$ cat src/lsu_defines.svh
`ifndef LSU_DEFINES_SVH
`define LSU_DEFINES_SVH

// data path widths
`define LSU_ADDR_W   32    // byte address
`define LSU_DATA_W   64    // one doubleword
`define LSU_BYTES    8     // bytes per word, also mask width

// direct-mapped cache geometry, one word per line
`define DC_OFF_W     3     // byte offset inside a word
`define DC_INDEX_W   3     // eight lines
`define DC_LINES     8
`define DC_TAG_W     26    // addr bits above index and offset

// backing memory
`define RAM_WORDS_W  8     // 256 words
`define RAM_WORDS    256
`define RAM_LAT      2     // req to ack, in cycles

`endif

$ cat src/lsu_pkg.sv
`include "lsu_defines.svh"

package lsu_pkg;

    // func3 of loads and stores, low two bits give log2 of the size
    typedef enum logic [2:0] {
        LSU_B  = 3'd0,   // byte, sign extend
        LSU_H  = 3'd1,   // half
        LSU_W  = 3'd2,   // word
        LSU_D  = 3'd3,   // doubleword
        LSU_BU = 3'd4,   // byte, zero extend
        LSU_HU = 3'd5,
        LSU_WU = 3'd6    // 3'd7 is illegal
    } lsu_size_e;

    // cache view of a byte address
    typedef struct packed {
        logic [`DC_TAG_W-1:0]   tag;
        logic [`DC_INDEX_W-1:0] index;
        logic [`DC_OFF_W-1:0]   offset;   // ignored by the cache, word lines
    } dcache_fields_t;

    typedef union packed {
        logic [`LSU_ADDR_W-1:0] raw;      // written by the controller
        dcache_fields_t         f;        // decoded by the cache
    } dcache_addr_u;

endpackage

$ cat src/load_align.sv
`timescale 1ns/10ps
`include "lsu_defines.svh"

module load_align (
    input  logic [`LSU_DATA_W-1:0]   word_i,    // whole word from the cache
    input  logic [`DC_OFF_W-1:0]     off_i,     // byte offset of the load
    input  lsu_pkg::lsu_size_e       size_i,
    output logic [`LSU_DATA_W-1:0]   data_o
);
    import lsu_pkg::*;

    logic [`LSU_DATA_W-1:0] sh;

    assign sh = word_i >> {off_i, 3'b000};      // addressed byte to bit 0

    always_comb begin
        case (size_i)
            LSU_B:   data_o = {{(`LSU_DATA_W-8){sh[7]}}, sh[7:0]};      // lb
            LSU_H:   data_o = {{(`LSU_DATA_W-16){sh[15]}}, sh[15:0]};   // lh
            LSU_W:   data_o = {{(`LSU_DATA_W-32){sh[31]}}, sh[31:0]};   // lw
            LSU_BU:  data_o = {{(`LSU_DATA_W-8){1'b0}}, sh[7:0]};       // lbu
            LSU_HU:  data_o = {{(`LSU_DATA_W-16){1'b0}}, sh[15:0]};     // lhu
            LSU_WU:  data_o = {{(`LSU_DATA_W-32){1'b0}}, sh[31:0]};     // lwu
            default: data_o = sh;                     // ld, offset is zero
        endcase
    end

endmodule

$ cat config.mk
export PLATFORM = sky130hd
export DESIGN_NAME = load_align
export DESIGN_NICKNAME = d
export VERILOG_FILES = /design/src/lsu_pkg.sv /design/src/load_align.sv
export VERILOG_INCLUDE_DIRS = /design/src
export SDC_FILE = /design/constraint.sdc
export NUM_CORES = 1
export LEC_CHECK = 0
export ABC_AREA = 0
export BUFFER_PORTS_ARGS = -buffer_cell sky130_fd_sc_hd__buf_4
export CAP_MARGIN = 20
export CELL_PAD_IN_SITES_DETAIL_PLACEMENT = 1
export CELL_PAD_IN_SITES_GLOBAL_PLACEMENT = 1
export CORE_AREA = 2 2 89 91
export DETAILED_ROUTE_END_ITERATION = 16
export DIE_AREA = 0 0 91 93
export PLACE_DENSITY = 0.9
export SYNTH_ARGS = -nofsm -noshare
export SYNTH_HDL_FRONTEND = slang
export SYNTH_SLANG_ARGS = --single-unit
$ cat constraint.sdc
create_clock -name vclk -period 2.1
set_input_delay 0.21 -clock vclk [all_inputs]
set_output_delay 0.21 -clock vclk [all_outputs]
set_load 0.01 [all_outputs]
# After elaboration in Yosys (flattened, before gate mapping)
# Cells that the tools add are included.
[totals]
reg_bits = 0
input_bits = 70
output_inout_bits = 64
word_cells = 8
[classes]
n_eq_ne = 5
n_shift = 1
n_mux = 1
reduce_logical = 1
[ops]
columns = ["operator", "count"]
rows = [
  ["$pmux W64 S6", 1],
  ["$shr A64 B6 Y64", 1],
  ["$eq A3 B3 Y1 const B", 3],
  ["$eq A3 B1 Y1 const B", 1],
  ["$eq A3 B2 Y1 const B", 1],
  ["$logic_not A3 Y1", 1],
]

# Longest topological paths before layout
[depth]
depth_word = 2
depth_mapped = 7
ltp_nobuf = 4

# Least setup slack after synthesis
# Ideal clock, no wire load.
[synth_path]
kind = "in2out"
start = "in off_i[1]"
end = "out data_o[16]"
t_arrival_ps = 1707
t_required_ps = 1890
path_slack_ps = 183
path_stages = 7
path_buffers = 3
cell_sequence = "buf_6 mux2i_1 mux4_2 or4_4 buf_6 buf_6 nand3_1"
[synth_via]
elab_chain_len = 2
[synth_rtl]
columns = ["item", "line", "source"]
rows = [
  ["start, declared", "load_align.sv:6", "input logic [`DC_OFF_W-1:0] off_i,"],
  ["$shr A64 B6 Y64", "load_align.sv:14", "assign sh = word_i >> {off_i, 3'b000};"],
  ["$pmux W64 S6", "load_align.sv:17", "case (size_i)"],
  ["end, declared", "load_align.sv:8", "output logic [`LSU_DATA_W-1:0] data_o"],
]
# No other way between the ends.

# Worst setup path after layout
[layout_path]
start = "in off_i[1]"
end = "out data_o[49]"
# The elaborated chain is that of the path after synthesis.

==> reports/metrics.yaml <==
crit_start: "off_i[1]"
crit_cells: 7
worstSetupPathType: "in2out"
grt_pass1_wl_um: 17200
grt_start_max_net_pins: 34
synth_mux_area_share_pct: 48.1
cpPeakStageDelay_ns: 0.50
drcViolationCount: 0
finalCoreUtilization_pct: 48.5
min_period_ns: 2.20
synth_xor_area_share_pct: 0
cp-start-kind: "input port"
seqPwrFrac_pct: 0
hold_buffers: 0
viasPerCell: 5.82
postRouteAntennaNets: 0
synth_compound_area_share_pct: 12.1
netlist_area_um2: 2340
max_freq_mhz: 455
initial_utilization_pct: 31.1
globalplace.congestion: 0.851
seqCellArea_um2: 0
peakVddDrop_uv: 131
rows: 32
wl_per_cell_um: 21.1
synth_top_family_by_area: "multiplexers"
p_int_uw: 518
violations: "negative setup slack"
drt-total-wl_um: 11100
boundaryPins: 134
power_leakage_uw: 0.00185
portBuffers: 134
areaGrowthSynthToFinish_pct: 56.1
n_clock_buffer: 0
critical_path_buf_inv_count: 3
nNetsFinal: 494
syn_inst: 293
tightest_slew_ns: 0.459
finalWorstSetupSlack_ns: -0.0980
synth_area_leaders: "mux4_2 (30%), mux2i_1 (16%), nand2_1 (8.2%)"
synthSimpleGateAreaFrac_pct: 30.7
nFlopsAndLatches: 0
endpoint_kind: "primary output"
hold_violations: 0
core_um2: 7530
synth_adder_area_share_pct: 0
clkPwrFrac_pct: 0
timing.critical_path.slowest_stage_cell: "mux4_2"
switching_share_pct: 47.3
tns_ns: -1.81
final_cell_mix: "buf_4 (155), nand2_1 (51), mux2i_1 (36)"
crit_arrival_ns: 1.99
drtPass1Iterations: 4
antenna_found_initial: 0
outcome: "complete, but fails checks"
p_comb_share_pct: 100.0
p_per_area_nw_per_um2: 269
n_antenna_cell: 0
rsz0062_at_grt: "true"
grt_overflow: 0
cp_max_fo: 33
ys_warn_count: 0
avgSynthCellArea_um2: 7.98
yosysUniqueCellTypes: 31
power_uw: 983
grt_util_all_layers_pct: 24.8
switchingPower_uw: 465
drt_iter0_drc: 129
critical_path.top_delay_family: "multiplexers"
setup_viol: 47
hold_path.class: "in2out"
dp_hpwl_um: 8730
crit_path_end: "data_o[49]"
yosysTopAreaCellShare_pct: 29.9
die_area_um2: 8460
finalCritPeriodShare_pct: 105
required_ns: 1.89
fp.dieW_um: 91
synth_top_cell_by_area: "mux4_2"
drive_gt1_share_pct: 50.5
route.vias.total: 3050
path_cells: "buf_6 -> mux2i_2 -> mux4_2 -> or4_4 -> buf_12 -> o2111ai_1 -> buf_4"
timing.slew.headroom_pct: 69.4
maxCapViolCount: 0
final_common_cell: "buf_4"
cts_setup_buffers: 0
yosysSeqAreaShare_pct: 0
synth_fp_nets: 363
grt_pass1_vias: 3235
slew_viol_final: 0
die_h_um: 93
==> layer usage <==
metal  routed length (um)  GRT usage (%)  up-vias
met5                    0              0        -
met4                  231           5.30        0
met3                  497           2.74       18
met2                 5800           46.9      113
met1                 4530           30.4     1513
li1                     -              -     1406
==> area by class of cell <==
type | count | area, um2
fill | 960 | 3880
inverter | 3 | 11.3
multi-input combinational | 252 | 2150
tap | 102 | 128
timing repair buffer | 167 | 1360
==> Yosys cell counts (all sizes together) <==
master / number
nand4b: 1
nand3b: 1
clkbuf: 15
nand3: 16
o211ai: 2
nand4: 30
mux2: 5
o221ai: 1
a311o: 1
a22o: 2
o2111ai: 5
nor4bb: 1
a22oi: 1
o21ai: 22
nor2b: 10
inv: 2
and2: 6
clkinv: 1
mux2i: 37
mux4: 31
or4: 1
nor2: 10
buf: 23
nand2: 51
o2bb2ai: 8
and3: 8
nand2b: 2
==> per-stage QoR <==
step | area, um2 | worst slack [ns] | instances | hold WS [ns]
final | 3650 | -0.0980 | 524 | 0.785
after global routing | 3650 | -0.157 | 524 | 0.809
after CTS | 3630 | -0.100 | 524 | 0.782
after detailed placement | 3570 | -0.103 | 523 | 0.777
after global placement | 3570 | -0.00687 | 523 | 0.772
after floorplan | 2340 | 0.183 | 293 | 0.568
==> power by group through the flow <==
stage | Combinational, uW | Clock, uW | Sequential, uW
2_1_floorplan | 479 | 0 | 0
3_3_place_gp | 923 | 0 | 0
3_5_place_dp | 958 | 0 | 0
4_1_cts | 975 | 0 | 0
5_1_grt | 1050 | 0 | 0
6_report | 983 | 0 | 0
==> worst min-delay path, cell delays in order <==
cell and delay (ns):
buf_4 0.11, nand2_1 0.05, nand4_1 0.08, buf_4 0.11
==> kinds of logic (layout without fill, tap and decap cells) <==
| logic type | Yosys count | count (layout) |
|---|---|---|
| simple gates | 137 | 137 |
| buf+inv | 41 | 170 |
| compound gates | 42 | 42 |
| mux | 73 | 73 |
==> worst min path at each step <==
stage / end / depth (start not counted) / startpoint / slack (ns)
3_3_place_gp: data_o[59] / 4 / word_i[59] / 0.77
3_5_place_dp: data_o[59] / 4 / word_i[59] / 0.78
4_1_cts: data_o[59] / 4 / word_i[59] / 0.78
5_1_grt: data_o[59] / 4 / word_i[59] / 0.81
6_report: data_o[59] / 4 / word_i[59] / 0.79
2_1_floorplan: data_o[56] / 2 / word_i[56] / 0.57
==> repair_timing <==
item / CTS / global route
pin swaps: 0 / 2
gates cloned: 1 / 0
setup endpoints to repair: 47 / 56
resized for setup: 6 / 7
(Power assumes the default switching activity.)
