--- src/lsu_defines.svh ---
`ifndef LSU_DEFINES_SVH
`define LSU_DEFINES_SVH

// data path widths
`define LSU_ADDR_W   32    // byte address
`define LSU_DATA_W   64    // one doubleword
`define LSU_BYTES    8     // bytes per word, also mask width

// direct-mapped cache geometry, one word per line
`define DC_OFF_W     3     // byte offset inside a word
`define DC_INDEX_W   3     // eight lines
`define DC_LINES     8
`define DC_TAG_W     26    // addr bits above index and offset

// backing memory
`define RAM_WORDS_W  8     // 256 words
`define RAM_WORDS    256
`define RAM_LAT      2     // req to ack, in cycles

`endif

--- src/lsu_pkg.sv ---
`include "lsu_defines.svh"

package lsu_pkg;

    // func3 of loads and stores, low two bits give log2 of the size
    typedef enum logic [2:0] {
        LSU_B  = 3'd0,   // byte, sign extend
        LSU_H  = 3'd1,   // half
        LSU_W  = 3'd2,   // word
        LSU_D  = 3'd3,   // doubleword
        LSU_BU = 3'd4,   // byte, zero extend
        LSU_HU = 3'd5,
        LSU_WU = 3'd6    // 3'd7 is illegal
    } lsu_size_e;

    // cache view of a byte address
    typedef struct packed {
        logic [`DC_TAG_W-1:0]   tag;
        logic [`DC_INDEX_W-1:0] index;
        logic [`DC_OFF_W-1:0]   offset;   // ignored by the cache, word lines
    } dcache_fields_t;

    typedef union packed {
        logic [`LSU_ADDR_W-1:0] raw;      // written by the controller
        dcache_fields_t         f;        // decoded by the cache
    } dcache_addr_u;

endpackage

--- src/mem_access_ctrl.sv ---
`timescale 1ns/10ps
`include "lsu_defines.svh"

module mem_access_ctrl (
    input  logic                     clk,
    input  logic                     rst,
    input  logic                     req_i,        // execute request, held until ack
    input  logic                     wen_i,        // 1 store, 0 load
    input  lsu_pkg::lsu_size_e       func3_i,
    input  logic [`LSU_ADDR_W-1:0]   addr_i,
    input  logic [`LSU_DATA_W-1:0]   wdata_i,
    output logic                     ack_o,
    output logic                     err_o,
    output logic [`LSU_DATA_W-1:0]   rdata_o,
    output logic                     dc_valid_o,
    output logic                     dc_wen_o,
    output lsu_pkg::dcache_addr_u    dc_addr_o,
    output logic [`LSU_BYTES-1:0]    dc_wmask_o,
    output logic [`LSU_DATA_W-1:0]   dc_wdata_o,
    input  logic                     dc_ready_i,
    input  logic [`LSU_DATA_W-1:0]   dc_rdata_i,
    output logic [`LSU_DATA_W-1:0]   ld_word_o,    // to load_align
    output logic [`DC_OFF_W-1:0]     ld_off_o,
    output lsu_pkg::lsu_size_e       ld_size_o,
    input  logic [`LSU_DATA_W-1:0]   ld_data_i     // aligned and extended load
);
    import lsu_pkg::*;

    typedef enum logic [1:0] {S_IDLE, S_BUSY, S_DONE} state_e;

    state_e                  state_q;
    lsu_size_e               size_q;       // func3 of the access in flight
    logic [1:0]              sz_log;
    logic [`DC_OFF_W-1:0]    off;
    logic [3:0]              low_mask;
    logic                    misalign;
    logic                    bad_op;
    logic [`LSU_BYTES-1:0]   base_mask;

    assign sz_log   = func3_i[1:0];
    assign off      = addr_i[`DC_OFF_W-1:0];
    assign low_mask = (4'd1 << sz_log) - 4'd1;          // 0,1,3,7 for b/h/w/d
    assign misalign = |(off & low_mask[2:0]);           // offset not a multiple of size
    assign bad_op   = &func3_i;                         // code 7
    assign base_mask = (8'h01 << (4'd1 << sz_log)) - 8'h01;   // 1,3,f and wraps to ff

    always_ff @(posedge clk) begin
        if (rst) begin
            state_q    <= S_IDLE;
            ack_o      <= 1'b0;
            err_o      <= 1'b0;
            dc_valid_o <= 1'b0;
            rdata_o    <= '0;
        end else begin
            case (state_q)
                S_IDLE: if (req_i) begin
                    if (misalign || bad_op) begin
                        ack_o   <= 1'b1;                // answer at once, cache untouched
                        err_o   <= 1'b1;
                        state_q <= S_DONE;
                    end else begin
                        dc_valid_o <= 1'b1;             // edge 1 of a hit
                        state_q    <= S_BUSY;
                    end
                end
                S_BUSY: if (dc_ready_i) begin
                    dc_valid_o <= 1'b0;
                    ack_o      <= 1'b1;                 // edge 3 of a hit
                    if (!dc_wen_o) rdata_o <= ld_data_i;
                    state_q    <= S_DONE;
                end
                default: if (!req_i) begin              // four-phase return to zero
                    ack_o   <= 1'b0;
                    err_o   <= 1'b0;
                    rdata_o <= '0;
                    state_q <= S_IDLE;
                end
            endcase
        end
    end

    // request payload, captured once per access
    always_ff @(posedge clk) begin
        if (state_q == S_IDLE && req_i) begin
            dc_wen_o      <= wen_i;
            dc_addr_o.raw <= addr_i;
            dc_wmask_o    <= base_mask << off;          // byte lanes of the store
            dc_wdata_o    <= wdata_i << {off, 3'b000};
            size_q        <= func3_i;
        end
    end

    assign ld_word_o = dc_rdata_i;
    assign ld_off_o  = dc_addr_o.raw[`DC_OFF_W-1:0];
    assign ld_size_o = size_q;

    // request held with the same address until the cache answers
    a_valid_hold: assert property (@(posedge clk) disable iff (rst)
        dc_valid_o && !dc_ready_i |=> dc_valid_o && $stable(dc_addr_o));

    // an answer only ever follows a live request
    a_ack_needs_req: assert property (@(posedge clk) disable iff (rst)
        $rose(ack_o) |-> $past(req_i));

endmodule

--- config.mk ---
export PLATFORM = sky130hd
export DESIGN_NAME = mem_access_ctrl
export DESIGN_NICKNAME = d
export VERILOG_FILES = /design/src/lsu_pkg.sv /design/src/mem_access_ctrl.sv
export VERILOG_INCLUDE_DIRS = /design/src
export SDC_FILE = /design/constraint.sdc
export NUM_CORES = 1
export LEC_CHECK = 0
export ABC_AREA = 1
export BUFFER_PORTS_ARGS = -buffer_cell sky130_fd_sc_hd__buf_2
export CAP_MARGIN = 20
export CELL_PAD_IN_SITES_DETAIL_PLACEMENT = 2
export CELL_PAD_IN_SITES_GLOBAL_PLACEMENT = 2
export CORE_AREA = 3 3 185 187
export CTS_BUF_LIST = sky130_fd_sc_hd__clkbuf_4
export DETAILED_ROUTE_END_ITERATION = 10
export DIE_AREA = 0 0 188 190
export PLACE_DENSITY = 0.8
export SLEW_MARGIN = 0
export SYNTH_ARGS = -nofsm -noshare
export SYNTH_HDL_FRONTEND = slang
export SYNTH_SLANG_ARGS = --single-unit
--- constraint.sdc ---
create_clock -name clk -period 8.8 [get_ports clk]
set_input_delay 1.76 -clock clk [delete_from_list [all_inputs] [get_ports clk]]
set_output_delay 1.76 -clock clk [all_outputs]
set_load 0.05 [all_outputs]
# After elaboration in Yosys (flattened, before gate mapping)
# Index checks and enable logic that the tools add are counted.
[word_totals]
input_bits = 232
output_inout_bits = 242
reg_bits = 177
[classes]
shift = 4
bitwise_logic = 3
addsub = 2
mux = 19
n_eq_ne = 9
n_reduce_logical = 11
[ops]
columns = ["operator", "n"]
rows = [
  ["$mux 64", 3],
  ["$pmux 64 s2", 1],
  ["$shl 64x6->64", 1],
  ["$reduce_and 4->1", 4],
  ["$ne 2x2->1 const B", 5],
  ["$mux 2", 4],
  ["$shl 1x4->8 const A", 1],
  ["$shl 8x3->8", 1],
  ["$sub 8x1->8 const B", 1],
  ["$mux 1", 7],
  ["$pmux 1 s2", 3],
  ["$reduce_and 3->1", 2],
  ["$ne 2x1->1 const B", 2],
  ["$pmux 2 s2", 1],
  ["$shl 1x2->4 const A", 1],
  ["$and 3x3->3", 1],
  ["$ne 3x1->1 const B", 1],
  ["$reduce_or 3->1", 1],
  ["$sub 3x1->3 const B", 1],
  ["$eq 2x1->1 const B", 1],
  ["$logic_not 2->1", 1],
  ["$not 1->1", 2],
  ["$reduce_bool 2->1", 1],
  ["$logic_and 1x1->1", 1],
  ["$logic_or 1x1->1", 1],
]

# Depth between registers and ports, before layout
[depth]
ltp_word = 8
ltp_mapped = 11
ltp_nobuf = 11

# Least setup slack after synthesis
# Ideal clock, no wire load.
[synth_path]
kind = "input port to flip-flop"
start = "input req_i"
end = "register dc_addr_o[0] (netlist bit), enable pin"
path_stages = 2
slack_ns = 4.383
setup_ns = 0.462
arrival_ns = 3.955
cell_sequence = "nand2_1 > inv_1"
[synth_between]
elab_chain_cells = 1
[synth_lines]
columns = ["element", "line", "rtl"]
rows = [
  ["start, declared", "mem_access_ctrl.sv:7", "input logic req_i,"],
  ["$logic_and 1x1->1", "mem_access_ctrl.sv:84", "if (state_q == S_IDLE && req_i) begin"],
  ["end, declared", "mem_access_ctrl.sv:17", "output lsu_pkg::dcache_addr_u dc_addr_o,"],
]
# Every way passes these cells.
# A chain may end at the register's enable or synchronous reset.

# Worst setup path in the final report
[layout_path]
start = "input addr_i[0]"
end = "register dc_wmask_o[6] (data pin)"
[layout_between]
elab_chain_cells = 1
[layout_lines]
columns = ["element", "line", "rtl"]
rows = [
  ["start, declared", "mem_access_ctrl.sv:10", "input logic [`LSU_ADDR_W-1:0] addr_i,"],
  ["$shl 8x3->8", "mem_access_ctrl.sv:87", "dc_wmask_o <= base_mask << off;"],
  ["end signal, assigned", "mem_access_ctrl.sv:87", ""],
  ["end, declared", "mem_access_ctrl.sv:18", "output logic [`LSU_BYTES-1:0] dc_wmask_o,"],
]
# Every way passes these cells.

==> results.cfg <==
[outcome]
outcome = completed

[placement]
gp_congestion = 0.796
io_buffers = 345
placedInstanceArea_um2 = 9720
post-dp-hpwl_mm = 22.7

[detailed_routing]
drtIter0Drc = 375
routedWlPerCell_um = 20.2
postRouteWirelength_mm = 30.8
drc = 0
viasPerCell = 4.60
dr.pass1.iters = 4
vias = 7009
ant_nets = 0

[sta]
min_period_ps = 3590
final.period_utilization_pct = 40.8
worst_pin_slew_ps = 882
max_slew_margin_pct = 41.2
max_freq_mhz = 279
hold_viol = 0
maxSlewViolCount = 0
timing.setup.tns_ps = 0
rsz0062_at_grt = false
whs_ps = 469
setup_violations = 0
fin_skew_ps = 25.6

[hold_path]
worst_hold_path.endpoint = err_o
hold_path_depth = 2
hp-start = err_o
hp-class = flip-flop to flip-flop

[global_route]
globalRouteTotalUtil_pct = 16.5
grt_pass1_wl_mm = 45.5
grt_pass1_vias = 7476
grt_overflow = 0
antenna_found_initial = 5
grt_max_degree = 73

[yosys]
yosys_register_bits = 177
syn_avg_cell_area_um2 = 10.2
synth-main-ff-cell = edfxtp_1
synth_fp_nets = 1047
synth_top_cell_by_area = edfxtp_1
syn-cell-area_um2 = 8250
async_flop_share_pct = 0
synth_cells = 813
yosysTopAreaCellShare_pct = 39.3
synthTopCellsByArea = edfxtp_1 39%, dfxtp_1 17%, nand2_1 6.6%
seq_area_frac_synth_pct = 56.0
ys_types = 37
ys_warn_count = 0
synth_edf_count = 108

[critical_path]
worstSetupStartpointType = input pin
cp.required_ps = 9180
crit_start = addr_i[0]
critPathArrivalTime_ps = 3970
r2r_cells = 4
crit_path_end_kind = flip-flop
cp_common_cell = nand2_1
r2r_slack_ps = 6290
path_class = input pin to flip-flop
cp_max_fo = 69
cp_slowest_stage_delay_ps = 650
path_cells = buf_2 -> buf_4 -> inv_2 -> nand2_1 -> inv_1 -> a21oi_1 -> nand2_1 -> nand2_1 -> inv_1
cp_slowest_cell = buf_4
r2r_start = state_q[0]
worstReg2RegEnd = dc_wdata_o[32]

[floorplanning]
io_pins = 474
initial_core_util_pct = 25.3
fp.coreArea_um2 = 32600
die_height_um = 190
dieWidth_um = 188
row_count = 66
die_area_um2 = 35700

[cts]
cts_buffer_depth = 2
htreeDepth = 4
cts-root-buf = clkbuf_4
postCtsSetupRepairBufs = 0
clk_latency_ps = 600
cts_hold_buffers = 0
cts.sinks = 177
clkTransAtPathRegs_ps = 160
cts_tree = built
cts_resized = 0
cts_made_buffers = 17

[power]
power_density_nw_per_um2 = 206
p_leak_nw = 4.48
ir_drop_v = 0.0000773

[finish]
fin_nets = 1299
area_growth_syn_to_layout_pct = 21.5
drive_gt1_share_pct = 39.6
fillers = 3741
fin_area_um2 = 10000

[flow_run]
drv_cap = 0
==> cells in the final DEF (no fill, tap or decap), types with 3 or more instances in the layout <==
master and count:
o21ai_0 39, a22oi_1 39, diode_2 4, clkinv_4 3
mux2i_1 22, edfxtp_1 108, nor2_1 105, buf_2 345
clkbuf_4 17, inv_2 4, buf_4 6, a22oi_2 30
dfxtp_1 69, inv_1 31, inv_6 5, nand3_1 43
nand2_1 145, a21oi_1 7, o211ai_1 9, o21ai_1 23
==> power by group <==
part / switching [mW] / internal, mW / leakage (nW)
registers: 0.0264 / 0.968 / 1.60
logic: 0.437 / 0.123 / 2.71
clock network: 0.330 / 0.179 / 0.168
total: 0.794 / 1.27 / 4.48
==> critical path, delay by kind of cell <==
kind	cells	cell delay (ps)
buf+inv	5	1480
compound gates	1	240
simple gates	3	430
==> how the worst max path moves through the flow <==
| stage | endpoint | depth (start not counted) |
|---|---|---|
| 3_3_place_gp | dc_wmask_o[6] | 9 |
| 6_report | dc_wmask_o[6] | 9 |
| 2_1_floorplan | dc_addr_o[0] | 2 |
| 3_5_place_dp | dc_wmask_o[6] | 9 |
| 4_1_cts | dc_wmask_o[6] | 9 |
| 5_1_grt | dc_wmask_o[6] | 9 |
==> cells in the mapped netlist, types with 3 or more instances <==
| cell type | n |
|---|---|
| a21oi_1 | 7 |
| a22oi_1 | 39 |
| a22oi_2 | 30 |
| buf_1 | 6 |
| buf_2 | 11 |
| buf_4 | 70 |
| buf_6 | 13 |
| buf_8 | 4 |
| clkbuf_1 | 14 |
| dfxtp_1 | 69 |
| edfxtp_1 | 108 |
| inv_1 | 32 |
| inv_2 | 3 |
| mux2i_1 | 22 |
| nand2_1 | 145 |
| nand3_1 | 43 |
| nor2_1 | 105 |
| o211ai_1 | 9 |
| o21ai_0 | 39 |
| o21ai_1 | 23 |
==> stage by stage <==
| stage | setup slack [ps] | cells | utilization, % | power [mW] |
|---|---|---|---|---|
| CTS | 5260 | 1520 | 30.7 | 2.10 |
| detailed placement | 4560 | 1488 | 29.8 | 1.58 |
| finish | 5210 | 1524 | 30.7 | 2.06 |
| global placement | 4660 | 1488 | 29.8 | 1.57 |
| floorplan | 4380 | 813 | - | 1.50 |
| global route | 5030 | 1523 | 30.7 | 2.16 |
==> per-layer routing <==
layer | vias up | global-route usage, % | share of wire, % | routed length [um]
met2 | 216 | 29.5 | 52 | 16000
met5 | - | 0 | 0.068 | 21
met3 | 66 | 4.64 | 6.1 | 1860
li1 | 3227 | - | - | -
met1 | 3496 | 18.6 | 39 | 12000
met4 | 4 | 6.78 | 3.1 | 941
==> logic make-up after synthesis <==
group	Yosys count	share of synthesized area (%)
compound gates	152	13.7
xor+xnor	2	0.212
fa+ha+maj	2	0.303
buf+inv	154	12.1
flops	177	56.0
mux	22	2.67
simple gates	304	15.0
==> cell type report <==
type / count / area (um2) / area share, %
multi-input cells: 482 / 2630 / 26.2
repair buffers: 351 / 1770 / 17.7
flip-flops and latches: 177 / 4620 / 46.1
clock inverters: 15 / 174 / 1.73
inverters: 36 / 143 / 1.42
well taps: 442 / 553 / 5.51
diodes: 4 / 10.0 / 0.0998
clock buffers: 17 / 128 / 1.27
==> flip-flops by register name (all words and copies together), names as in the netlist, 2 cells and up <==
register / count
dc_addr_o: 32
dc_wdata_o: 64
ld_size_o: 3
rdata_o: 64
dc_wmask_o: 8
state_q: 2
(Power assumes the default switching activity.)
