`src/lsu_defines.svh`:
```
`ifndef LSU_DEFINES_SVH
`define LSU_DEFINES_SVH

// data path widths
`define LSU_ADDR_W   32    // byte address
`define LSU_DATA_W   64    // one doubleword
`define LSU_BYTES    8     // bytes per word, also mask width

// direct-mapped cache geometry, one word per line
`define DC_OFF_W     3     // byte offset inside a word
`define DC_INDEX_W   3     // eight lines
`define DC_LINES     8
`define DC_TAG_W     26    // addr bits above index and offset

// backing memory
`define RAM_WORDS_W  8     // 256 words
`define RAM_WORDS    256
`define RAM_LAT      2     // req to ack, in cycles

`endif

```
`src/lsu_pkg.sv`:
```
`include "lsu_defines.svh"

package lsu_pkg;

    // func3 of loads and stores, low two bits give log2 of the size
    typedef enum logic [2:0] {
        LSU_B  = 3'd0,   // byte, sign extend
        LSU_H  = 3'd1,   // half
        LSU_W  = 3'd2,   // word
        LSU_D  = 3'd3,   // doubleword
        LSU_BU = 3'd4,   // byte, zero extend
        LSU_HU = 3'd5,
        LSU_WU = 3'd6    // 3'd7 is illegal
    } lsu_size_e;

    // cache view of a byte address
    typedef struct packed {
        logic [`DC_TAG_W-1:0]   tag;
        logic [`DC_INDEX_W-1:0] index;
        logic [`DC_OFF_W-1:0]   offset;   // ignored by the cache, word lines
    } dcache_fields_t;

    typedef union packed {
        logic [`LSU_ADDR_W-1:0] raw;      // written by the controller
        dcache_fields_t         f;        // decoded by the cache
    } dcache_addr_u;

endpackage

```
`src/dcache.sv`:
```
`timescale 1ns/10ps
`include "lsu_defines.svh"

module dcache (
    input  logic                     clk,
    input  logic                     rst,
    input  logic                     dc_valid_i,
    input  logic                     dc_wen_i,
    input  lsu_pkg::dcache_addr_u    dc_addr_i,
    input  logic [`LSU_BYTES-1:0]    dc_wmask_i,
    input  logic [`LSU_DATA_W-1:0]   dc_wdata_i,   // already lane shifted
    output logic                     dc_ready_o,   // one-cycle pulse
    output logic [`LSU_DATA_W-1:0]   dc_rdata_o,
    output logic                     ram_req_o,
    output logic                     ram_wen_o,
    output logic [`LSU_ADDR_W-1:0]   ram_addr_o,
    output logic [`LSU_BYTES-1:0]    ram_wmask_o,
    output logic [`LSU_DATA_W-1:0]   ram_wdata_o,
    input  logic                     ram_ack_i,
    input  logic [`LSU_DATA_W-1:0]   ram_rdata_i
);
    typedef enum logic [1:0] {C_IDLE, C_FILL, C_WRITE} cstate_e;

    cstate_e                  state_q;
    logic [`DC_LINES-1:0]     valid_q;                 // one bit per line
    logic [`DC_TAG_W-1:0]     tag_q  [`DC_LINES];
    logic [`LSU_DATA_W-1:0]   data_q [`DC_LINES];
    logic [`DC_INDEX_W-1:0]   idx;
    logic                     hit;
    logic                     accept;
    logic                     fill_done;
    logic                     wr_hit;

    assign idx       = dc_addr_i.f.index;
    assign hit       = valid_q[idx] && (tag_q[idx] == dc_addr_i.f.tag);
    // skip the cycle of our own ready pulse and wait out a trailing ram ack
    assign accept    = (state_q == C_IDLE) && dc_valid_i && !dc_ready_o && !ram_ack_i;
    assign fill_done = (state_q == C_FILL) && ram_ack_i;
    assign wr_hit    = accept && dc_wen_i && hit;

    always_ff @(posedge clk) begin
        if (rst) begin
            state_q    <= C_IDLE;
            valid_q    <= '0;                          // all lines invalid in one cycle
            dc_ready_o <= 1'b0;
            ram_req_o  <= 1'b0;
        end else begin
            dc_ready_o <= 1'b0;
            case (state_q)
                C_IDLE: if (accept) begin
                    if (dc_wen_i || !hit) begin        // write-through or read miss
                        ram_req_o <= 1'b1;
                        state_q   <= dc_wen_i ? C_WRITE : C_FILL;
                    end else begin
                        dc_ready_o <= 1'b1;            // read hit, one cycle
                    end
                end
                C_FILL: if (ram_ack_i) begin
                    ram_req_o      <= 1'b0;
                    valid_q[idx]   <= 1'b1;
                    dc_ready_o     <= 1'b1;
                    state_q        <= C_IDLE;
                end
                default: if (ram_ack_i) begin          // write done in ram
                    ram_req_o  <= 1'b0;
                    dc_ready_o <= 1'b1;
                    state_q    <= C_IDLE;
                end
            endcase
        end
    end

    // line storage, ram request payload and read data
    always_ff @(posedge clk) begin
        if (accept) begin
            ram_wen_o   <= dc_wen_i;
            ram_addr_o  <= dc_addr_i.raw;
            ram_wmask_o <= dc_wmask_i;
            ram_wdata_o <= dc_wdata_i;
            dc_rdata_o  <= data_q[idx];                // used only on a read hit
        end
        if (wr_hit) begin
            for (int b = 0; b < `LSU_BYTES; b++) begin
                if (dc_wmask_i[b]) data_q[idx][b*8 +: 8] <= dc_wdata_i[b*8 +: 8];
            end
        end
        if (fill_done) begin
            tag_q[idx]  <= dc_addr_i.f.tag;
            data_q[idx] <= ram_rdata_i;
            dc_rdata_o  <= ram_rdata_i;
        end
    end

    a_ready_pulse: assert property (@(posedge clk) disable iff (rst)
        dc_ready_o |=> !dc_ready_o);

    // four-phase with the ram, ack must be back to zero first
    a_req_after_ack: assert property (@(posedge clk) disable iff (rst)
        $rose(ram_req_o) |-> !$past(ram_ack_i));

endmodule

```
`config.mk`:
```
export PLATFORM = sky130hd
export DESIGN_NAME = dcache
export DESIGN_NICKNAME = d
export VERILOG_FILES = /design/src/lsu_pkg.sv /design/src/dcache.sv
export VERILOG_INCLUDE_DIRS = /design/src
export SDC_FILE = /design/constraint.sdc
export NUM_CORES = 1
export LEC_CHECK = 0
export BUFFER_PORTS_ARGS = -buffer_cell sky130_fd_sc_hd__buf_2
export CAP_MARGIN = 20
export CORE_MARGIN = 2
export CORE_UTILIZATION = 61
export CTS_BUF_LIST = sky130_fd_sc_hd__clkbuf_4
export CTS_CLUSTER_SIZE = 16
export DETAILED_ROUTE_END_ITERATION = 10
export MAX_ROUTING_LAYER = met4
export PLACE_DENSITY = 0.82
export SYNTH_ARGS = -nofsm -noshare
export SYNTH_HDL_FRONTEND = slang
export SYNTH_SLANG_ARGS = --single-unit
export TNS_END_PERCENT = 10
```
`constraint.sdc`:
```
create_clock -name clk -period 7.1 [get_ports clk]
set_input_delay 2.13 -clock clk [delete_from_list [all_inputs] [get_ports clk]]
set_output_delay 2.13 -clock clk [all_outputs]
set_load 0.01 [all_outputs]
```
== Word level (Yosys, flattened, before mapping) ==
Memories as Yosys holds them, arrays and structs flattened. A register that Yosys moved wholly into a read port is not among the register bits.
Cells that the tools add are included.

* Flip-flop bits (word level): 182
* RAM bits: 720
* Input port bits: 173
* Output and inout bits: 171
* Word-level logic and storage cells: 96
* Memories kept: 2

* Magnitude comparators: 2
* Equal/unequal tests: 4
* Multiplexer cells: 52
* Bitwise logic cells: 9
* Reductions and logical operators: 17

{| class="wikitable"
|+ Memory list
! memory !! words !! width !! read ports !! clocked after memory_dff !! write ports !! line !! text
|-
| data_q || 8 || 64 || 1 || 1 || 1 || dcache.sv:27 || <nowiki>logic [`LSU_DATA_W-1:0] data_q [`DC_LINES];</nowiki>
|-
| tag_q || 8 || 26 || 1 || 0 || 1 || dcache.sv:26 || <nowiki>logic [`DC_TAG_W-1:0] tag_q [`DC_LINES];</nowiki>
|}

{| class="wikitable"
|+ Operators with widths
! kind !! number
|-
| 64-bit two-way mux || 1
|-
| 8-bit two-way mux || 8
|-
| 1-bit two-way mux || 36
|-
| 26-bit equality test || 1
|-
| 2-bit two-way mux || 5
|-
| 1-bit logical AND || 8
|-
| 1-bit OR || 8
|-
| 8-bit OR || 1
|-
| 3-bit by 4-bit < comparator with 1-bit output (second input constant) || 1
|-
| 2-bit nonzero test || 2
|-
| 1-bit binary-select mux with 3-bit select || 1
|-
| 1-bit demux with 3-bit select || 1
|-
| 3-bit by 1-bit >= comparator with 1-bit output (second input constant) || 1
|-
| 1-bit logical NOT || 3
|-
| 3-bit AND reduction || 1
|-
| 2-bit by 1-bit equality test with 1-bit output (second input constant) || 1
|-
| 2-bit logical NOT || 1
|-
| 2-bit by 1-bit != test with 1-bit output (second input constant) || 1
|-
| 2-bit != test (second input constant) || 1
|-
| 2-bit AND reduction || 1
|-
| 1-bit logical OR || 1
|}

== Longest topological paths before layout ==
Gate-level depths: netlist (run 1).

* Word-level depth: 9
* Depth in mapped cells: 10
* Depth with buffers taken out: 7

== Worst setup path before layout (run 1) ==
No wires, ideal clock.

* Kind: input to register
* Start: in ram_ack_i
* End: reg with a tool-made name
* Library setup time: 1.126 ns
* Arrival: 4.999 ns
* Required time: 5.974 ns
* Path slack: 0.974 ns
* Stages on the path: 5
* Buffers on the path: 2
* Cell sequence: nand2_1 or2_2 clkbuf_1 buf_1 nand2_1

{| class="wikitable"
|+ RTL lines
! what !! line !! text
|-
| start, declared || dcache.sv:19 || <nowiki>input logic ram_ack_i,</nowiki>
|}

== Final worst setup path (run 1) ==
* Start: in dc_addr_i[3] in the netlist's numbering
* End: mem data_q[4][54] in the netlist's numbering, enable pin

* Word-level cells in the longest chain between the ends: 7
* Elaborated cells between the ends (all ways): 9
* Classes of those cells: 1 x eq/ne; 4 x mux; 1 x bitwise; 2 x reduce/logical; 1 x memory

{| class="wikitable"
|+ Ends and longest elaborated chain
! what !! line !! text
|-
| start, declared || dcache.sv:9 || <nowiki>input lsu_pkg::dcache_addr_u dc_addr_i,</nowiki>
|-
| memory read 8 x 26 bit / 1-bit binary-select mux with 3-bit select (equally long branches) || n/a ||
|-
| 26-bit equality test / 1-bit two-way mux (equally long branches) || dcache.sv:35 || <nowiki>assign hit = valid_q[idx] && (tag_q[idx] == dc_addr_i.f.tag);</nowiki>
|-
| 1-bit logical AND || dcache.sv:35 ||
|-
| 1-bit logical AND || dcache.sv:39 || <nowiki>assign wr_hit = accept && dc_wen_i && hit;</nowiki>
|-
| 1-bit two-way mux || dcache.sv:82 || <nowiki>if (wr_hit) begin</nowiki>
|-
| 1-bit two-way mux (implied by the code) || dcache.sv:84 || <nowiki>if (dc_wmask_i[b]) data_q[idx][b*8 +: 8] <= dc_wdata_i[b*8 +: 8];</nowiki>
|-
| 1-bit OR (no source line) || n/a ||
|-
| end, declared || dcache.sv:27 ||
|}

Several ways; a longest one is shown, not always the timed one. The select of a mux whose other input is x is not followed.

==> metrics.csv, run 1 <==
metric,value,unit
status,"complete, no violations",
Reg2Reg Setup Slack,3.17,ns
Worst Skew,0.0734,ns
fin crit period,5.44,ns
Peak supply drop,175,uV
Synth Area in Compound Gates,0.0678,
Post-Syn Area,36300,um2
met3 wire length,9.18,mm
post-synthesis mux area share,0.0728,
WP data required,7.76,ns
Post-CTS Setup Inserts,0,
worst hold-check path type,reg -> reg,
Worst-Margin Slew,1.14,ns
Sink Count,966,
period utilization,0.766,
synthesized area per cell,18.0,um2
static leakage,14.9,nW
clk slew on worst S/H paths,0.07,ns
FMAX,184,MHz
pwr/cell area,269,nW/um2
Routed met1 length,31.6,mm
drt first-iter violations,2327,
crit-path cells,clkbuf_8 -> buf_4 -> mux2i_1 -> o22ai_1 -> nor3_1 -> o22ai_1 -> nor4_4 -> nand4_2 -> a21oi_1,
DIE AREA,61500,um2
Gate Count Post-Synth,2022,
clk root buf,clkbuf_4,
simple-gate share of the synthesized area,0.0467,
Hold Buf Count CTS,0,
Worst Setup EP,data_q[4][54],
"Power, Total",0.0113,W
post-route cell area,42000,um2
RR Startpoint,tag_q[7][6],
sequential cell area,28900,um2
placer congestion estimate,0.904,
hold depth,2,
initial antenna violation count,3,
final-layout fill cell count,3491,
crit-path max cell delay,0.90,ns
Syn Nets,2195,
Initial Util,0.617,
Synth Area in Adders,0,
"Slew Viols, Final",0,
Area Overhead vs Synth,15.7,%
xor-xnor portion of the synthesized cell area,0.00386,
Worst Path Buf+Inv,2,
CTS resizes,0,
critical path class,in -> reg,
first-pass GRT wire length,126,mm
setup TNS,0,ns
"Max FO, Critical Path",75,
WP depth,9,
post-detail-place hpwl,51.4,mm
wire per inst,24.6,um
Top Metal Used,met4,
placed inst area,39200,um2
number of flops mapped to enable cells by yosys,954,
Antenna Nets Post-Route,0,
vias in the first global route,22010,
Yosys cell types,43,
met2 wire length,42.3,mm
gr ovfl total,0,
chip width,248,um
H-Tree Depth,4,
max_slew headroom,0.225,
"Setup violations, final",0,
register bit total from synthesis,966,
largest family of logic cells by synthesized area,multiplexers,
vias per cell,6.14,
placed insts,3100,
Worst setup SP type,input port,
Syn. warnings,0,
row cnt,89,
Most common cell on crit path,o22ai_1,
"leading cell type in the layout, fill and taps excluded",edfxtp_1,
CTS Buf Count,224,
crit path from,dc_addr_i[3],
Post-synth top flop,edfxtp_1,
"commonest non-fill, non-tap cells in the layout","edfxtp_1 (954), buf_2 (340), clkbuf_4 (313), nand2_1 (219), a22oi_1 (133)",
PortBufs,343,
WP data arrival,6.10,ns
"Clk Latency, worst-skew pair",1.06,ns
crit end category,flip-flop,
Final #Nets,2727,
FF-to-FF path depth,7,
Die Y,248,um
proportion of layout cells with a drive suffix above 1,0.333,
Final Hold Fails,0,
GRT Overall Usage,0.291,
r2r endpoint,data_q[4][54],
ys async rst share,0,
CP top delay family,simple AND/OR/NAND/NOR gates,
sequential-to-total area share from yosys stat,0.795,
Non-Filler Instances,3501,
largest net degree at the start of global routing,83,
clock buffer depth,3,
maximum capacitance violations,0,
routed via count,21497,
multi-input logic area,7030,um2
DRC,0,
DR pass1 iterations,8,
CTS tree,built,
critical path's slowest cell,a21oi_1,
RSZ-0062 raised after global routing,false,
Core Area,58900,um2
IO Pins,344,
total routed wirelength,86.0,mm
## routing by layer
layer | GRT usage | vias up
li1 | - | 9313
met1 | 0.365 | 10575
met2 | 0.460 | 1378
met3 | 0.0657 | 231
met4 | 0.128 | 0
met5 | - | -
## worst reg2reg max path: stages (launching register included)
cell and delay (ns):
edfxtp_1 0.37, mux4_2 0.47, mux2i_1 0.18, xor2_1 0.21, nand2_1 0.13, nor4_4 0.81, nand4_2 0.50, a21oi_1 0.90
## Yosys cell counts (2+ instances only)
| library cell | number | share of area |
|---|---|---|
| a211oi_1 | 6 | 0.0012 |
| a21oi_1 | 94 | 0.013 |
| a221o_1 | 21 | 0.0058 |
| a221oi_1 | 33 | 0.0080 |
| a22o_1 | 27 | 0.0065 |
| a22oi_1 | 133 | 0.027 |
| a31oi_1 | 3 | 0.00052 |
| and2_1 | 3 | 0.00052 |
| and3_1 | 8 | 0.0014 |
| buf_1 | 21 | 0.0022 |
| buf_2 | 11 | 0.0015 |
| buf_4 | 6 | 0.0012 |
| buf_6 | 3 | 0.00093 |
| clkbuf_1 | 73 | 0.0075 |
| dfxtp_1 | 12 | 0.0066 |
| edfxtp_1 | 954 | 0.79 |
| inv_1 | 5 | 0.00052 |
| mux2_2 | 80 | 0.025 |
| mux2i_1 | 82 | 0.023 |
| mux4_2 | 41 | 0.025 |
| nand2_1 | 220 | 0.023 |
| nand2b_1 | 7 | 0.0012 |
| nand3_1 | 32 | 0.0044 |
| nand4_1 | 18 | 0.0031 |
| nand4_2 | 8 | 0.0028 |
| nor2_1 | 50 | 0.0052 |
| nor2b_1 | 4 | 0.00069 |
| nor3_1 | 4 | 0.00055 |
| nor4_1 | 8 | 0.0014 |
| nor4_4 | 3 | 0.0018 |
| o21a_1 | 3 | 0.00062 |
| o21ai_0 | 12 | 0.0017 |
| o22ai_1 | 12 | 0.0021 |
| or2_2 | 2 | 0.00034 |
| xnor2_1 | 3 | 0.00072 |
| xor2_1 | 13 | 0.0031 |
## cells by family (layout without fill, tap and decap cells)
group	Yosys count	in the layout
flip-flops	966	966
XOR/XNOR	16	16
AO/OA/AOI/OAI	348	348
buffers and inverters	119	823
other	0	2
multiplexers	203	203
AND/OR/NAND/NOR	370	370
## how the worst min path moves through the flow
stage | startpoint | to | slack [ns]
after detailed placement | valid_q[5] | valid_q[5] | 0.46
after floorplan | valid_q[4] | valid_q[4] | 0.43
final | valid_q[2] | valid_q[2] | 0.48
after global placement | valid_q[5] | valid_q[5] | 0.44
after CTS | valid_q[5] | valid_q[5] | 0.48
after global routing | valid_q[1] | valid_q[1] | 0.51
## power breakdown
part	internal [W]	switching (W)
Combinational	0.000220	0.000433
Clock	0.00211	0.00214
Sequential	0.00639	0.0000258
## per-stage QoR
step,hold slack [ns],utilization,setup slack (ns)
floorplan,0.435,-,0.974
CTS,0.477,0.713,1.71
finish,0.476,0.714,1.66
global placement,0.445,0.666,0.863
detailed placement,0.461,0.666,0.703
global route,0.512,0.714,1.44
## final cells by class
type	count	area share
Clock buffer	313	0.0559
Clock inverter	85	0.0101
Tap cell	773	0.0230
Multi-Input combinational cell	937	0.167
Sequential cell	966	0.687
Timing Repair Buffer	420	0.0560
Antenna cell	2	0.000119
Inverter	5	0.000506
(Power assumes the default switching activity.)
==> run 2: changes to the inputs <==
==> constraint.sdc (replaced) <==
create_clock -name clk -period 5.01 [get_ports clk]
set_input_delay 1.503 -clock clk [delete_from_list [all_inputs] [get_ports clk]]
set_output_delay 1.503 -clock clk [all_outputs]
set_load 0.01 [all_outputs]
==> run 2 against run 1 <==
  * Global-route usage rose by 2.4 points
  * Final area increased by 0.69%
  * Critical path depth fell by 6
  * Critical path type is now reg -> out
  * Die area unchanged
  * Core utilization increased by 0.49 points
  * Register-to-register slack got worse by 1.7 ns
  * Sequential power grew 42%
  * Final cell count unchanged
  * First-iteration DRC count grew 18%
  * Clock skew decreased by 0.0060 ns
==> metrics.csv, run 2 (same netlist as run 1, synthesis figures left out) <==
metric,value,unit,change
status,"complete, no violations",,unchanged
setup TNS,0,ns,unchanged
clock buffer depth,3,,unchanged
Die Y,248,um,unchanged
DRC,0,,unchanged
clock power share,0.390,,was 0.376
worst hold-check path type,reg -> reg,,unchanged
CTS tree,built,,unchanged
final-layout fill cell count,3431,,"was 3,491"
wire per inst,26.6,um,was 24.6 um
vias per cell,6.34,,was 6.14
chip width,248,um,unchanged
Peak supply drop,263,uV,was 175 uV
total routed wirelength,93.2,mm,was 86.0 mm
critical path class,reg -> out,,was in -> reg
static leakage,15.0,nW,was 14.9 nW
Hold Buf Count CTS,0,,unchanged
Worst Setup EP,dc_rdata_o[14],,was data_q[4][54]
WP data required,3.51,ns,was 7.76 ns
final hold slack,0.470,ns,was 0.476 ns
Util after Layout,0.719,,was 0.714
DIE AREA,61500,um2,unchanged
PortBufs,343,,unchanged
Reg2Reg Setup Slack,1.48,ns,was 3.17 ns
proportion of layout cells with a drive suffix above 1,0.339,,was 0.333
"Setup violations, final",0,,unchanged
first-pass GRT wire length,135,mm,was 126 mm
IO Pins,344,,unchanged
CTS Buf Count,225,,was 224
initial antenna violation count,3,,unchanged
Final Hold Fails,0,,unchanged
WP data arrival,2.88,ns,was 6.10 ns
Worst-Margin Slew,1.15,ns,was 1.14 ns
FMAX,228,MHz,
"Slew Viols, Final",0,,unchanged
placer congestion estimate,0.947,,was 0.904
pwr/cell area,391,nW/um2,was 269 nW/um2
Core Area,58900,um2,unchanged
RSZ-0062 raised after global routing,false,,unchanged
CTS resizes,0,,unchanged
Final #Nets,2723,,"was 2,727"
largest net degree at the start of global routing,118,,was 83
Initial Util,0.617,,unchanged
switch share,0.229,,about the same
Reg power frac,0.550,,was 0.567
"Clk Latency, worst-skew pair",1.10,ns,was 1.06 ns
clk root buf,clkbuf_4,,unchanged
clk slew on worst S/H paths,0.06,ns,was 0.07 ns
max_slew headroom,0.229,,was 0.225
r2r endpoint,data_q[0][47],,was data_q[4][54]
NetSw,0.00378,W,was 0.00260 W
"leading cell type in the layout, fill and taps excluded",edfxtp_1,,unchanged
Area Overhead vs Synth,16.5,%,was 15.7%
Internal,0.0128,W,was 0.00872 W
crit end category,primary output,,was flip-flop
RR Startpoint,tag_q[4][3],,was tag_q[7][6]
post-route cell area,42300,um2,"was 42,000 um2"
post-detail-place hpwl,57.4,mm,was 51.4 mm
combinational power share,0.060,,was 0.058
vias in the first global route,22072,,"was 22,010"
placed inst area,39300,um2,"was 39,200 um2"
"Max FO, Critical Path",57,,was 75
Post-CTS Setup Inserts,0,,unchanged
"commonest non-fill, non-tap cells in the layout","edfxtp_1 (954), buf_2 (340), clkbuf_4 (330), nand2_1 (219), a22oi_1 (133)",,"was edfxtp_1 (954), buf_2 (340), clkbuf_4 (313), nand2_1 (219), a22oi_1 (133)"
"Power, Total",0.0165,W,was 0.0113 W
period utilization,0.875,,
gr ovfl total,0,,unchanged
routed via count,22193,,"was 21,497"
Sink Count,966,,unchanged
maximum capacitance violations,0,,unchanged
drt first-iter violations,2737,,"was 2,327"
fin crit period,4.38,ns,
Worst Skew,0.0674,ns,was 0.0734 ns
DR pass1 iterations,6,,was 8
Worst setup SP type,flip-flop,,was input port
GRT Overall Usage,0.314,,was 0.291
FF-to-FF path depth,8,,was 7
H-Tree Depth,4,,unchanged
Antenna Nets Post-Route,0,,unchanged
row cnt,89,,unchanged
-- run 2: changes by cell type in the layout (fill, tap and decap cells not counted), moves of 5 or more --
cell | previous run | this run
clkinv_1 | 63 | 46
bufinv_16 | 2 | 7
buf_12 | 2 | 15
clkbuf_4 | 313 | 330
buf_4 | 76 | 59
-- run 2: worst min-delay path by stage --
stage | start | endpoint | slack [ns] | depth (start not counted)
after floorplan | valid_q[4] | valid_q[4] | 0.43 | 2
after global placement | valid_q[3] | valid_q[3] | 0.45 | 2
after detailed placement | valid_q[6] | valid_q[6] | 0.45 | 2
after CTS | valid_q[6] | valid_q[6] | 0.47 | 2
after global routing | valid_q[4] | valid_q[4] | 0.50 | 2
final | valid_q[6] | valid_q[6] | 0.47 | 2
-- run 2: through the flow --
stage / std cells / worst slack (ns)
2_1_floorplan: 2022 / 0.311
3_3_place_gp: 3095 / 0.0194
3_5_place_dp: 3095 / -0.257
4_1_cts: 3495 / 0.531
5_1_grt: 3501 / 0.521
6_report: 3501 / 0.626
-- run 2: final cells by class --
cell class | instances | area, um2 | area share
diodes | 5 | 12.5 | 0.000296
clock buffers | 330 | 2480 | 0.0585
clock inverters | 70 | 483 | 0.0114
inverters | 5 | 21.3 | 0.000503
multi-input cells | 937 | 7020 | 0.166
flip-flops and latches | 966 | 28900 | 0.682
well taps | 773 | 967 | 0.0228
repair buffers | 415 | 2460 | 0.0581
-- run 2: layer usage --
layer,track usage,up-vias,wire (um)
met5,-,-,0
met4,0.131,0,3260
met3,0.0856,266,12200
met2,0.476,1869,44500
met1,0.407,10742,33200
li1,-,9316,-
-- run 2: power groups by stage --
stage | clock network, W | logic [W] | registers, W
floorplan | 0 | 0.000480 | 0.00928
global placement | 0 | 0.000948 | 0.00926
detailed placement | 0 | 0.000973 | 0.00927
CTS | 0.00652 | 0.000981 | 0.00909
global route | 0.00690 | 0.00105 | 0.00910
finish | 0.00646 | 0.000991 | 0.00909
-- run 2: critical path, stage by stage, from the launching register on --
cell and delay [ns]:
edfxtp_1 0.75, buf_12 0.44, mux2_2 0.44, buf_2 0.16
